==> config.mk <==
export PLATFORM = sky130hd
export DESIGN_NAME = spmv_vector_loader
export DESIGN_NICKNAME = d
export VERILOG_FILES = /design/src/vec_loader_pkg.sv /design/src/spmv_vector_loader.sv /design/src/vec_read_gather.sv /design/src/vec_beat_splitter.sv /design/src/vec_addr_decoder.sv
export SDC_FILE = /design/constraint.sdc
export NUM_CORES = 2
export LEC_CHECK = 0
export BUFFER_PORTS_ARGS = -buffer_cell sky130_fd_sc_hd__buf_2
export CAP_MARGIN = 20
export CORE_AREA = 2 2 754 756
export DETAILED_ROUTE_END_ITERATION = 7
export DIE_AREA = 0 0 756 758
export MAX_ROUTING_LAYER = met4
export PLACE_DENSITY = 0.32
export SETUP_SLACK_MARGIN = 0.15
export SLEW_MARGIN = 0
export SYNTH_ARGS = -nofsm -noshare
export SYNTH_HDL_FRONTEND = slang
export SYNTH_SLANG_ARGS = --single-unit
==> constraint.sdc <==
create_clock -name pcie_aclk -period 79.8 [get_ports pcie_aclk]
set_input_delay 3.99 -clock pcie_aclk [delete_from_list [all_inputs] [get_ports pcie_aclk]]
set_output_delay 3.99 -clock pcie_aclk [all_outputs]
set_load 0.005 [all_outputs]
==> src/vec_loader_pkg.sv <==
package vec_loader_pkg;

    parameter int HOST_DATA_W = 512;  // one host word
    parameter int HBM_DATA_W  = 256;  // hbm beat
    parameter int BRAM_DATA_W = 64;   // bram beat
    parameter int ADDR_W      = 48;
    parameter int HOST_STRB_W = HOST_DATA_W / 8;  // byte strobes, 64

    // address map, each window naturally aligned to its size
    parameter logic [ADDR_W-1:0] HBM_BASE_DEF  = 48'h0000_0000_0000;
    parameter logic [ADDR_W-1:0] HBM_SIZE_DEF  = 48'h0000_0010_0000;  // 1 MiB of X vector
    parameter logic [ADDR_W-1:0] BRAM_BASE_DEF = 48'h0000_0020_0000;
    parameter logic [ADDR_W-1:0] BRAM_SIZE_DEF = 48'h0000_0001_0000;  // 64 KiB of Y vector

    typedef enum logic {
        OP_READ,
        OP_WRITE
    } op_e;

    typedef enum logic [1:0] {
        TGT_HBM,
        TGT_BRAM,
        TGT_NONE  // decode error
    } target_e;

    typedef enum logic {DEC_IDLE, DEC_BUSY} dec_state_e;

    typedef enum logic {SPL_IDLE, SPL_ISSUE} spl_state_e;

    typedef enum logic [1:0] {GAT_IDLE, GAT_WAIT, GAT_RESPOND} gat_state_e;

endpackage
==> src/spmv_vector_loader.sv <==
module spmv_vector_loader #(
    parameter logic [vec_loader_pkg::ADDR_W-1:0] HBM_BASE  = vec_loader_pkg::HBM_BASE_DEF,
    parameter logic [vec_loader_pkg::ADDR_W-1:0] HBM_SIZE  = vec_loader_pkg::HBM_SIZE_DEF,
    parameter logic [vec_loader_pkg::ADDR_W-1:0] BRAM_BASE = vec_loader_pkg::BRAM_BASE_DEF,
    parameter logic [vec_loader_pkg::ADDR_W-1:0] BRAM_SIZE = vec_loader_pkg::BRAM_SIZE_DEF
) (
    input  logic                                     pcie_aclk,
    input  logic                                     rst,
    // host request
    input  logic                                     req_valid,
    output logic                                     req_ready,
    input  vec_loader_pkg::op_e                      req_op,
    input  logic [vec_loader_pkg::ADDR_W-1:0]        req_addr,
    input  logic [vec_loader_pkg::HOST_DATA_W-1:0]   req_wdata,
    input  logic [vec_loader_pkg::HOST_STRB_W-1:0]   req_wstrb,
    // host response
    output logic                                     rsp_valid,
    input  logic                                     rsp_ready,
    output vec_loader_pkg::op_e                      rsp_op,
    output logic [vec_loader_pkg::HOST_DATA_W-1:0]   rsp_rdata,
    output logic                                     rsp_err,
    // hbm beat port
    output logic                                     hbm_cmd_valid,
    input  logic                                     hbm_cmd_ready,
    output logic                                     hbm_cmd_we,
    output logic [vec_loader_pkg::ADDR_W-1:0]        hbm_cmd_addr,
    output logic [vec_loader_pkg::HBM_DATA_W-1:0]    hbm_cmd_wdata,
    output logic [vec_loader_pkg::HBM_DATA_W/8-1:0]  hbm_cmd_wstrb,
    input  logic                                     hbm_rvalid,
    input  logic [vec_loader_pkg::HBM_DATA_W-1:0]    hbm_rdata,
    // bram beat port
    output logic                                     bram_cmd_valid,
    input  logic                                     bram_cmd_ready,
    output logic                                     bram_cmd_we,
    output logic [vec_loader_pkg::ADDR_W-1:0]        bram_cmd_addr,
    output logic [vec_loader_pkg::BRAM_DATA_W-1:0]   bram_cmd_wdata,
    output logic [vec_loader_pkg::BRAM_DATA_W/8-1:0] bram_cmd_wstrb,
    input  logic                                     bram_rvalid,
    input  logic [vec_loader_pkg::BRAM_DATA_W-1:0]   bram_rdata
);

    localparam int ADDR_W = vec_loader_pkg::ADDR_W;

    logic                                   hbm_launch;
    logic                                   bram_launch;
    logic                                   dec_start;
    vec_loader_pkg::op_e                    dec_op;
    vec_loader_pkg::target_e                dec_target;
    logic [ADDR_W-1:0]                      dec_addr;
    logic [vec_loader_pkg::HOST_DATA_W-1:0] dec_wdata;
    logic [vec_loader_pkg::HOST_STRB_W-1:0] dec_wstrb;
    logic                                   hbm_writes_done;
    logic                                   bram_writes_done;
    logic                                   txn_done;

    vec_addr_decoder #(
        .ADDR_W   (ADDR_W),
        .HBM_BASE (HBM_BASE),
        .HBM_SIZE (HBM_SIZE),
        .BRAM_BASE(BRAM_BASE),
        .BRAM_SIZE(BRAM_SIZE)
    ) decoder_i (
        .pcie_aclk, .rst,
        .req_valid, .req_ready, .req_op, .req_addr, .req_wdata, .req_wstrb,
        .hbm_launch, .bram_launch,
        .op(dec_op), .addr(dec_addr), .wdata(dec_wdata), .wstrb(dec_wstrb),
        .start(dec_start), .target(dec_target), .txn_done
    );

    vec_beat_splitter #(.BEAT_W(vec_loader_pkg::HBM_DATA_W), .ADDR_W(ADDR_W)) hbm_splitter_i (
        .pcie_aclk, .rst,
        .launch(hbm_launch), .op(dec_op), .addr(dec_addr), .wdata(dec_wdata), .wstrb(dec_wstrb),
        .cmd_valid(hbm_cmd_valid), .cmd_ready(hbm_cmd_ready), .cmd_we(hbm_cmd_we),
        .cmd_addr(hbm_cmd_addr), .cmd_wdata(hbm_cmd_wdata), .cmd_wstrb(hbm_cmd_wstrb),
        .writes_done(hbm_writes_done)
    );

    vec_beat_splitter #(.BEAT_W(vec_loader_pkg::BRAM_DATA_W), .ADDR_W(ADDR_W)) bram_splitter_i (
        .pcie_aclk, .rst,
        .launch(bram_launch), .op(dec_op), .addr(dec_addr), .wdata(dec_wdata), .wstrb(dec_wstrb),
        .cmd_valid(bram_cmd_valid), .cmd_ready(bram_cmd_ready), .cmd_we(bram_cmd_we),
        .cmd_addr(bram_cmd_addr), .cmd_wdata(bram_cmd_wdata), .cmd_wstrb(bram_cmd_wstrb),
        .writes_done(bram_writes_done)
    );

    vec_read_gather gather_i (
        .pcie_aclk, .rst,
        .start(dec_start), .target(dec_target), .op(dec_op),
        .hbm_rvalid, .hbm_rdata, .bram_rvalid, .bram_rdata,
        .hbm_writes_done, .bram_writes_done,
        .rsp_valid, .rsp_ready, .rsp_op, .rsp_rdata, .rsp_err,
        .txn_done
    );

endmodule

==> src/vec_read_gather.sv <==
module vec_read_gather (
    input  logic                                   pcie_aclk,
    input  logic                                   rst,
    // from the decoder
    input  logic                                   start,
    input  vec_loader_pkg::target_e                target,
    input  vec_loader_pkg::op_e                    op,
    // read beats
    input  logic                                   hbm_rvalid,
    input  logic [vec_loader_pkg::HBM_DATA_W-1:0]  hbm_rdata,
    input  logic                                   bram_rvalid,
    input  logic [vec_loader_pkg::BRAM_DATA_W-1:0] bram_rdata,
    // write completion
    input  logic                                   hbm_writes_done,
    input  logic                                   bram_writes_done,
    // host response
    output logic                                   rsp_valid,
    input  logic                                   rsp_ready,
    output vec_loader_pkg::op_e                    rsp_op,
    output logic [vec_loader_pkg::HOST_DATA_W-1:0] rsp_rdata,
    output logic                                   rsp_err,
    output logic                                   txn_done
);

    localparam int HW        = vec_loader_pkg::HOST_DATA_W;
    localparam int HBM_W     = vec_loader_pkg::HBM_DATA_W;
    localparam int BRAM_W    = vec_loader_pkg::BRAM_DATA_W;
    localparam int HBM_BEATS = HW / HBM_W;
    localparam int BRAM_BEATS = HW / BRAM_W;
    localparam int MAX_BEATS = (HBM_BEATS > BRAM_BEATS) ? HBM_BEATS : BRAM_BEATS;
    localparam int CNT_W     = (MAX_BEATS > 1) ? $clog2(MAX_BEATS) : 1;

    vec_loader_pkg::gat_state_e state;
    vec_loader_pkg::target_e    tgt_r;
    logic [CNT_W-1:0]           cnt;       // read beats gathered so far
    logic                       hbm_wait;
    logic                       bram_wait;
    logic                       is_read;
    logic                       hbm_beat;
    logic                       bram_beat;
    logic                       last_beat;
    logic                       wr_done;

    assign hbm_wait  = (state == vec_loader_pkg::GAT_WAIT) && (tgt_r == vec_loader_pkg::TGT_HBM);
    assign bram_wait = (state == vec_loader_pkg::GAT_WAIT) && (tgt_r == vec_loader_pkg::TGT_BRAM);
    assign is_read   = (rsp_op == vec_loader_pkg::OP_READ);

    assign hbm_beat  = hbm_wait && is_read && hbm_rvalid;
    assign bram_beat = bram_wait && is_read && bram_rvalid;
    assign last_beat = (hbm_beat && cnt == CNT_W'(HBM_BEATS - 1))
                    || (bram_beat && cnt == CNT_W'(BRAM_BEATS - 1));
    assign wr_done   = !is_read && ((hbm_wait && hbm_writes_done)
                                 || (bram_wait && bram_writes_done));

    assign rsp_valid = (state == vec_loader_pkg::GAT_RESPOND);
    assign txn_done  = rsp_valid && rsp_ready;  // response handshake

    always_ff @(posedge pcie_aclk) begin
        if (rst) begin
            state <= vec_loader_pkg::GAT_IDLE;
            cnt   <= '0;
        end else begin
            case (state)
                vec_loader_pkg::GAT_IDLE: begin
                    cnt <= '0;
                    if (start) begin  // decode error answers right away
                        state <= (target == vec_loader_pkg::TGT_NONE) ?
                                 vec_loader_pkg::GAT_RESPOND : vec_loader_pkg::GAT_WAIT;
                    end
                end
                vec_loader_pkg::GAT_WAIT: begin
                    if (hbm_beat || bram_beat) cnt <= cnt + 1'b1;
                    if (last_beat || wr_done) state <= vec_loader_pkg::GAT_RESPOND;
                end
                vec_loader_pkg::GAT_RESPOND: if (txn_done) state <= vec_loader_pkg::GAT_IDLE;
                default: state <= vec_loader_pkg::GAT_IDLE;
            endcase
        end
    end

    // response payload, beats shift in from the top so beat 0 lands lowest
    always_ff @(posedge pcie_aclk) begin
        if (start) begin
            tgt_r     <= target;
            rsp_op    <= op;
            rsp_err   <= (target == vec_loader_pkg::TGT_NONE);
            rsp_rdata <= '0;  // stays zero for writes and errors
        end else if (hbm_beat) begin
            rsp_rdata <= {hbm_rdata, rsp_rdata[HW-1:HBM_W]};
        end else if (bram_beat) begin
            rsp_rdata <= {bram_rdata, rsp_rdata[HW-1:BRAM_W]};
        end
    end

    // read data only returns from the memory this read went to
    a_hbm_rvalid_sel: assert property (@(posedge pcie_aclk) disable iff (rst)
        hbm_rvalid |-> hbm_wait && is_read);
    a_bram_rvalid_sel: assert property (@(posedge pcie_aclk) disable iff (rst)
        bram_rvalid |-> bram_wait && is_read);

endmodule

==> src/vec_beat_splitter.sv <==
module vec_beat_splitter #(
    parameter int BEAT_W = vec_loader_pkg::HBM_DATA_W,
    parameter int ADDR_W = vec_loader_pkg::ADDR_W
) (
    input  logic                                   pcie_aclk,
    input  logic                                   rst,
    // from the decoder
    input  logic                                   launch,
    input  vec_loader_pkg::op_e                    op,
    input  logic [ADDR_W-1:0]                      addr,
    input  logic [vec_loader_pkg::HOST_DATA_W-1:0] wdata,
    input  logic [vec_loader_pkg::HOST_STRB_W-1:0] wstrb,
    // memory beat port
    output logic                                   cmd_valid,
    input  logic                                   cmd_ready,
    output logic                                   cmd_we,
    output logic [ADDR_W-1:0]                      cmd_addr,
    output logic [BEAT_W-1:0]                      cmd_wdata,
    output logic [BEAT_W/8-1:0]                    cmd_wstrb,
    output logic                                   writes_done
);

    localparam int NBEATS = vec_loader_pkg::HOST_DATA_W / BEAT_W;  // beats per host word
    localparam int BEAT_B = BEAT_W / 8;                             // bytes per beat
    localparam int CNT_W  = (NBEATS > 1) ? $clog2(NBEATS) : 1;

    vec_loader_pkg::spl_state_e state;
    logic [CNT_W-1:0]           cnt;       // slice index k
    logic [ADDR_W-1:0]          beat_addr; // addr + k * BEAT_B
    logic                       fire;
    logic                       last;

    assign cmd_valid = (state == vec_loader_pkg::SPL_ISSUE);
    assign cmd_we    = (op == vec_loader_pkg::OP_WRITE);
    assign cmd_addr  = beat_addr;
    assign cmd_wdata = wdata[cnt*BEAT_W +: BEAT_W];  // lsb slice first
    assign cmd_wstrb = wstrb[cnt*BEAT_B +: BEAT_B];

    assign fire = cmd_valid && cmd_ready;
    assign last = (cnt == CNT_W'(NBEATS - 1));

    always_ff @(posedge pcie_aclk) begin
        if (rst) begin
            state       <= vec_loader_pkg::SPL_IDLE;
            cnt         <= '0;
            writes_done <= 1'b0;
        end else begin
            writes_done <= fire && last && cmd_we;  // cycle after last write accepted
            case (state)
                vec_loader_pkg::SPL_IDLE: begin
                    if (launch) begin
                        state <= vec_loader_pkg::SPL_ISSUE;
                        cnt   <= '0;
                    end
                end
                vec_loader_pkg::SPL_ISSUE: begin
                    if (fire) begin
                        if (last) state <= vec_loader_pkg::SPL_IDLE;
                        cnt <= cnt + 1'b1;  // wraps to 0 after last
                    end
                end
                default: state <= vec_loader_pkg::SPL_IDLE;
            endcase
        end
    end

    always_ff @(posedge pcie_aclk) begin
        if (launch) beat_addr <= addr;
        else if (fire) beat_addr <= beat_addr + ADDR_W'(BEAT_B);  // next slice
    end

    // a stalled beat is held unchanged until the memory takes it
    a_cmd_hold: assert property (@(posedge pcie_aclk) disable iff (rst)
        cmd_valid && !cmd_ready |=> cmd_valid && $stable(cmd_addr) && $stable(cmd_we)
                                    && $stable(cmd_wdata) && $stable(cmd_wstrb));

endmodule

==> src/vec_addr_decoder.sv <==
module vec_addr_decoder #(
    parameter int ADDR_W = vec_loader_pkg::ADDR_W,
    parameter logic [ADDR_W-1:0] HBM_BASE  = vec_loader_pkg::HBM_BASE_DEF,
    parameter logic [ADDR_W-1:0] HBM_SIZE  = vec_loader_pkg::HBM_SIZE_DEF,
    parameter logic [ADDR_W-1:0] BRAM_BASE = vec_loader_pkg::BRAM_BASE_DEF,
    parameter logic [ADDR_W-1:0] BRAM_SIZE = vec_loader_pkg::BRAM_SIZE_DEF
) (
    input  logic                                   pcie_aclk,
    input  logic                                   rst,
    // host request
    input  logic                                   req_valid,
    output logic                                   req_ready,
    input  vec_loader_pkg::op_e                    req_op,
    input  logic [ADDR_W-1:0]                      req_addr,
    input  logic [vec_loader_pkg::HOST_DATA_W-1:0] req_wdata,
    input  logic [vec_loader_pkg::HOST_STRB_W-1:0] req_wstrb,
    // held request towards the splitters
    output logic                                   hbm_launch,
    output logic                                   bram_launch,
    output vec_loader_pkg::op_e                    op,
    output logic [ADDR_W-1:0]                      addr,
    output logic [vec_loader_pkg::HOST_DATA_W-1:0] wdata,
    output logic [vec_loader_pkg::HOST_STRB_W-1:0] wstrb,
    // towards the gather
    output logic                                   start,
    output vec_loader_pkg::target_e                target,
    input  logic                                   txn_done
);

    localparam int OFS_W = $clog2(vec_loader_pkg::HOST_STRB_W);  // byte offset bits in a word

    vec_loader_pkg::dec_state_e state;
    vec_loader_pkg::target_e    target_nxt;
    logic                       accept;
    logic                       hbm_hit;
    logic                       bram_hit;

    assign req_ready = (state == vec_loader_pkg::DEC_IDLE);  // one request in flight
    assign accept    = req_valid && req_ready;

    // mask off the window offset and compare with the base
    assign hbm_hit  = (req_addr & ~(HBM_SIZE - 1'b1)) == HBM_BASE;
    assign bram_hit = (req_addr & ~(BRAM_SIZE - 1'b1)) == BRAM_BASE;

    assign target_nxt = hbm_hit  ? vec_loader_pkg::TGT_HBM  :
                        bram_hit ? vec_loader_pkg::TGT_BRAM : vec_loader_pkg::TGT_NONE;

    always_ff @(posedge pcie_aclk) begin
        if (rst) begin
            state       <= vec_loader_pkg::DEC_IDLE;
            start       <= 1'b0;
            hbm_launch  <= 1'b0;
            bram_launch <= 1'b0;
        end else begin
            start       <= accept;  // single-cycle strobes
            hbm_launch  <= accept && (target_nxt == vec_loader_pkg::TGT_HBM);
            bram_launch <= accept && (target_nxt == vec_loader_pkg::TGT_BRAM);
            case (state)
                vec_loader_pkg::DEC_IDLE: if (accept) state <= vec_loader_pkg::DEC_BUSY;
                vec_loader_pkg::DEC_BUSY: if (txn_done) state <= vec_loader_pkg::DEC_IDLE;
                default: state <= vec_loader_pkg::DEC_IDLE;
            endcase
        end
    end

    // request fields, held until the response handshake
    always_ff @(posedge pcie_aclk) begin
        if (accept) begin
            op     <= req_op;
            addr   <= req_addr;
            wdata  <= req_wdata;
            wstrb  <= req_wstrb;
            target <= target_nxt;
        end
    end

    // host words are whole 64-byte lines
    a_req_aligned: assert property (@(posedge pcie_aclk) disable iff (rst)
        accept |-> req_addr[OFS_W-1:0] == '0);

endmodule

==> summary.txt <==
Power and ir drop
  – P per Cell Area: 20.93 mW/mm²
  – VDD IR-drop max: 0.01506 mV
  – LEAKAGE: 28.55 nW

Timing
  – Fin Setup TNS: 0 ns
  – RSZ-0062 raised after global routing: false
  – Final setup viols: 0
  – Hold Vio Cnt, Final: 0
  – Max frequency: 117.5 MHz
  – Slew margin rel.: 29.10%
  – Worst Skew: 0.07939 ns
  – Setup WS post-layout: 71.29 ns
  – Final period util: 10.66%
  – Count of pins over their slew limit: 0
  – Min Tclk post-route: 8.509 ns
  – Worst Max-Slew Pin Slew: 1.060 ns

Clock tree
  – CTS hold repair buffers: 0
  – Num CTS Buffers: 179
  – PostCTS Resize Cnt: 0
  – Clk buf depth: 4
  – Clock root buffer: clkbuf_16
  – CTS clk-pin slew, worst paths: 0.06 ns
  – Post-CTS Setup Bufs: 0
  – Clock Sinks: 1256
  – Worst-skew pair later-pin latency: 0.91 ns
  – CTS tree: yes
  – H-tree Lvls: 4

Routing
  – Antenna viol nets, final: 0
  – First-pass iteration count of the detailed router: 5
  – DR vias: 47823
  – Final wirelength: 410.8 mm
  – Vias per cell: 3.320
  – DR iter-0 viols: 3525
  – Drc violations: 0
  – WL/cell: 28.52 µm

Worst setup path
  – CP endpoint kind: output pin
  – CP max-delay cell: buf_4
  – Crit-path cells: buf_12 -> buf_4 -> buf_4 -> mux2_2 -> buf_2
  – Critical path class: register to output pin
  – Critical path's top delay family: buffers and inverters
  – Data required time at the worst endpoint: 75.81 ns
  – Critical Path Most Common Cell: buf_4
  – Worst-path maximum fanout: 112
  – Largest stage delay, worst path: 0.75 ns
  – Worst Setup Start Kind: register
  – Critical Path AT: 4.52 ns
  – WP buf/inv: 4

Global route
  – Tot GR Track Use: 14.00%
  – Vias in the first global route: 48417
  – Antenna violations before repair: 256
  – Largest net degree at the start of global routing: 204
  – First-pass GRT wire length: 515.3 mm
  – Gr ovfl total: 0

Floorplanning
  – Die X-Extent: 756 µm
  – Initial cell density of the core: 9.694%
  – IO Count: 1929
  – Site Rows: 276
  – CORE AREA: 0.5643 mm²
  – Die ar.: 0.5730 mm²
  – Die Y: 758 µm

Synth
  – Distinct cells, synth: 48
  – Synth warnings: 0
  – Cells after Synth: 4728
  – Top FF cell, synth: edfxtp_1
  – Synthesized area: 0.05470 mm²
  – Mean Syn Cell Area: 11.57 µm²
  – Post-synthesis sequential area ratio: 59.27%
  – EDFF count, synth: 727
  – Synthesized net count: 5688
  – Yosys reg bits: 1256
  – Ys async rst share: 0%

Cells and area
  – Share of layout cells above drive strength 1: 41.81%
  – Most common cell after layout, fill and taps aside: buf_2
  – Sequential Area: 0.03244 mm²
  – Final Util: 14.04%
  – Multi-input gate area: 0.02068 mm²
  – P&R area growth vs syn: 44.88%
  – Most frequent cells in the layout: 1931 x buf_2, 1127 x nand2_1, 727 x edfxtp_1
  – Fill count: 64183
  – Nets: 7475

Placement
  – Hpwl dp: 336.2 mm
  – I/O Buffers: 1928
  – Worst Setup Slack post-DPL: 70.62 ns
  – Gpl congestion: 0.9411

Run status
  – Status: finished, final reports clean

Worst hold path
  – Worst min-delay path category: register to register

Run
  – Max Cap Viol: 0
[stage by stage]
stage               hold slack [ns]  instance area [µm²]  power, mW  instances
floorplan                    0.4180                54700     0.7849       4728
global placement             0.4266                72830     0.8607      13837
detailed placement           0.4306                72840     0.8600      13839
CTS                          0.4450                78640      1.701      14162
global route                 0.4583                79210      1.722      14391
finish                       0.4458                79250      1.659      14405
[layout make-up]
cell class	instances	share of cell area, %
Timing Repair Buffer	1999	12.97
Antenna cell	242	0.7641
Clock buffer	240	6.183
Inverter	15	0.07105
Sequential cell	1256	40.94
Tap cell	7506	11.85
Multi-Input combinational cell	3064	26.09
Clock inverter	83	1.137
[routing by layer]
metal | global-route usage, % | vias to the layer above | wire length [µm]
met2 | 25.74 | 2039 | 216500
met3 | 5.190 | 663 | 36950
met5 | - | - | 0
met1 | 12.55 | 23690 | 131500
li1 | - | 21431 | -
met4 | 7.083 | 0 | 25900
[worst paths after layout]
path | start | to | slack (ns) | cells after the start
setup / recovery | hbm_splitter_i.cnt | hbm_cmd_wdata[119] | 71.29 | 5
hold / removal | decoder_i.target[1] | gather_i.tgt_r[1] | 0.45 | 0
setup reg to reg | decoder_i.state | decoder_i.wdata[343] | 74.29 | 7
hold reg to reg | decoder_i.target[1] | gather_i.tgt_r[1] | 0.45 | 0
[cell usage after synthesis (all sizes together) (34+ instances only)]
library cell  count  share of area [%]
nand3            39               0.36
edfxtp          727                 40
mux4            144                5.9
xor2             34               0.54
xnor2            45               0.72
a311oi          513                8.2
nor2            537                3.7
mux2            367                7.6
clkbuf          310                2.1
buf              83               0.75
dfxtp           529                 19
o21ai            79               0.72
nand2          1127                7.7
[report_power, final]
group	switching (mW)	leakage [nW]	internal, mW
Clock	0.348	2.79	0.471
Combinational	0.0630	14.6	0.0415
Sequential	0.0240	11.2	0.712
Total	0.434	28.5	1.22
[worst register-to-register path: cells and delay by family (launching register included)]
| kind | cells | cell delay (ns) |
|---|---|---|
| AND/OR/NAND/NOR | 1 | 0.14 |
| flip-flops | 1 | 0.36 |
| buffers and inverters | 6 | 4.49 |
[cells by family after synthesis]
group | Yosys count | synth area share, %
and+or+nand+nor | 1844 | 13.50
DFF | 1256 | 59.27
AOI/OAI and AO/OA | 620 | 9.294
muxes | 514 | 13.54
buffers and inverters | 408 | 2.976
xor gates and xnor gates | 79 | 1.265
adders and majority gates | 7 | 0.1601
[state kept, by name, indices dropped and copies added, names as in the netlist]
signal / count
decoder_i.bram_launch: 1
hbm_splitter_i.cmd_addr: 48
gather_i.rsp_err: 1
bram_splitter_i.cmd_valid: 1
decoder_i.start: 1
gather_i.state: 2
decoder_i.addr: 48
decoder_i.wstrb: 64
decoder_i.wdata: 512
decoder_i.state: 1
bram_splitter_i.cmd_addr: 48
decoder_i.target: 2
bram_splitter_i.cnt: 3
decoder_i.hbm_launch: 1
gather_i.tgt_r: 2
gather_i.rsp_rdata: 512
gather_i.rsp_op: 1
bram_splitter_i.writes_done: 1
gather_i.cnt: 3
decoder_i.op: 1
hbm_splitter_i.writes_done: 1
hbm_splitter_i.cmd_valid: 1
hbm_splitter_i.cnt: 1
Power figures use the tool's default switching activity.
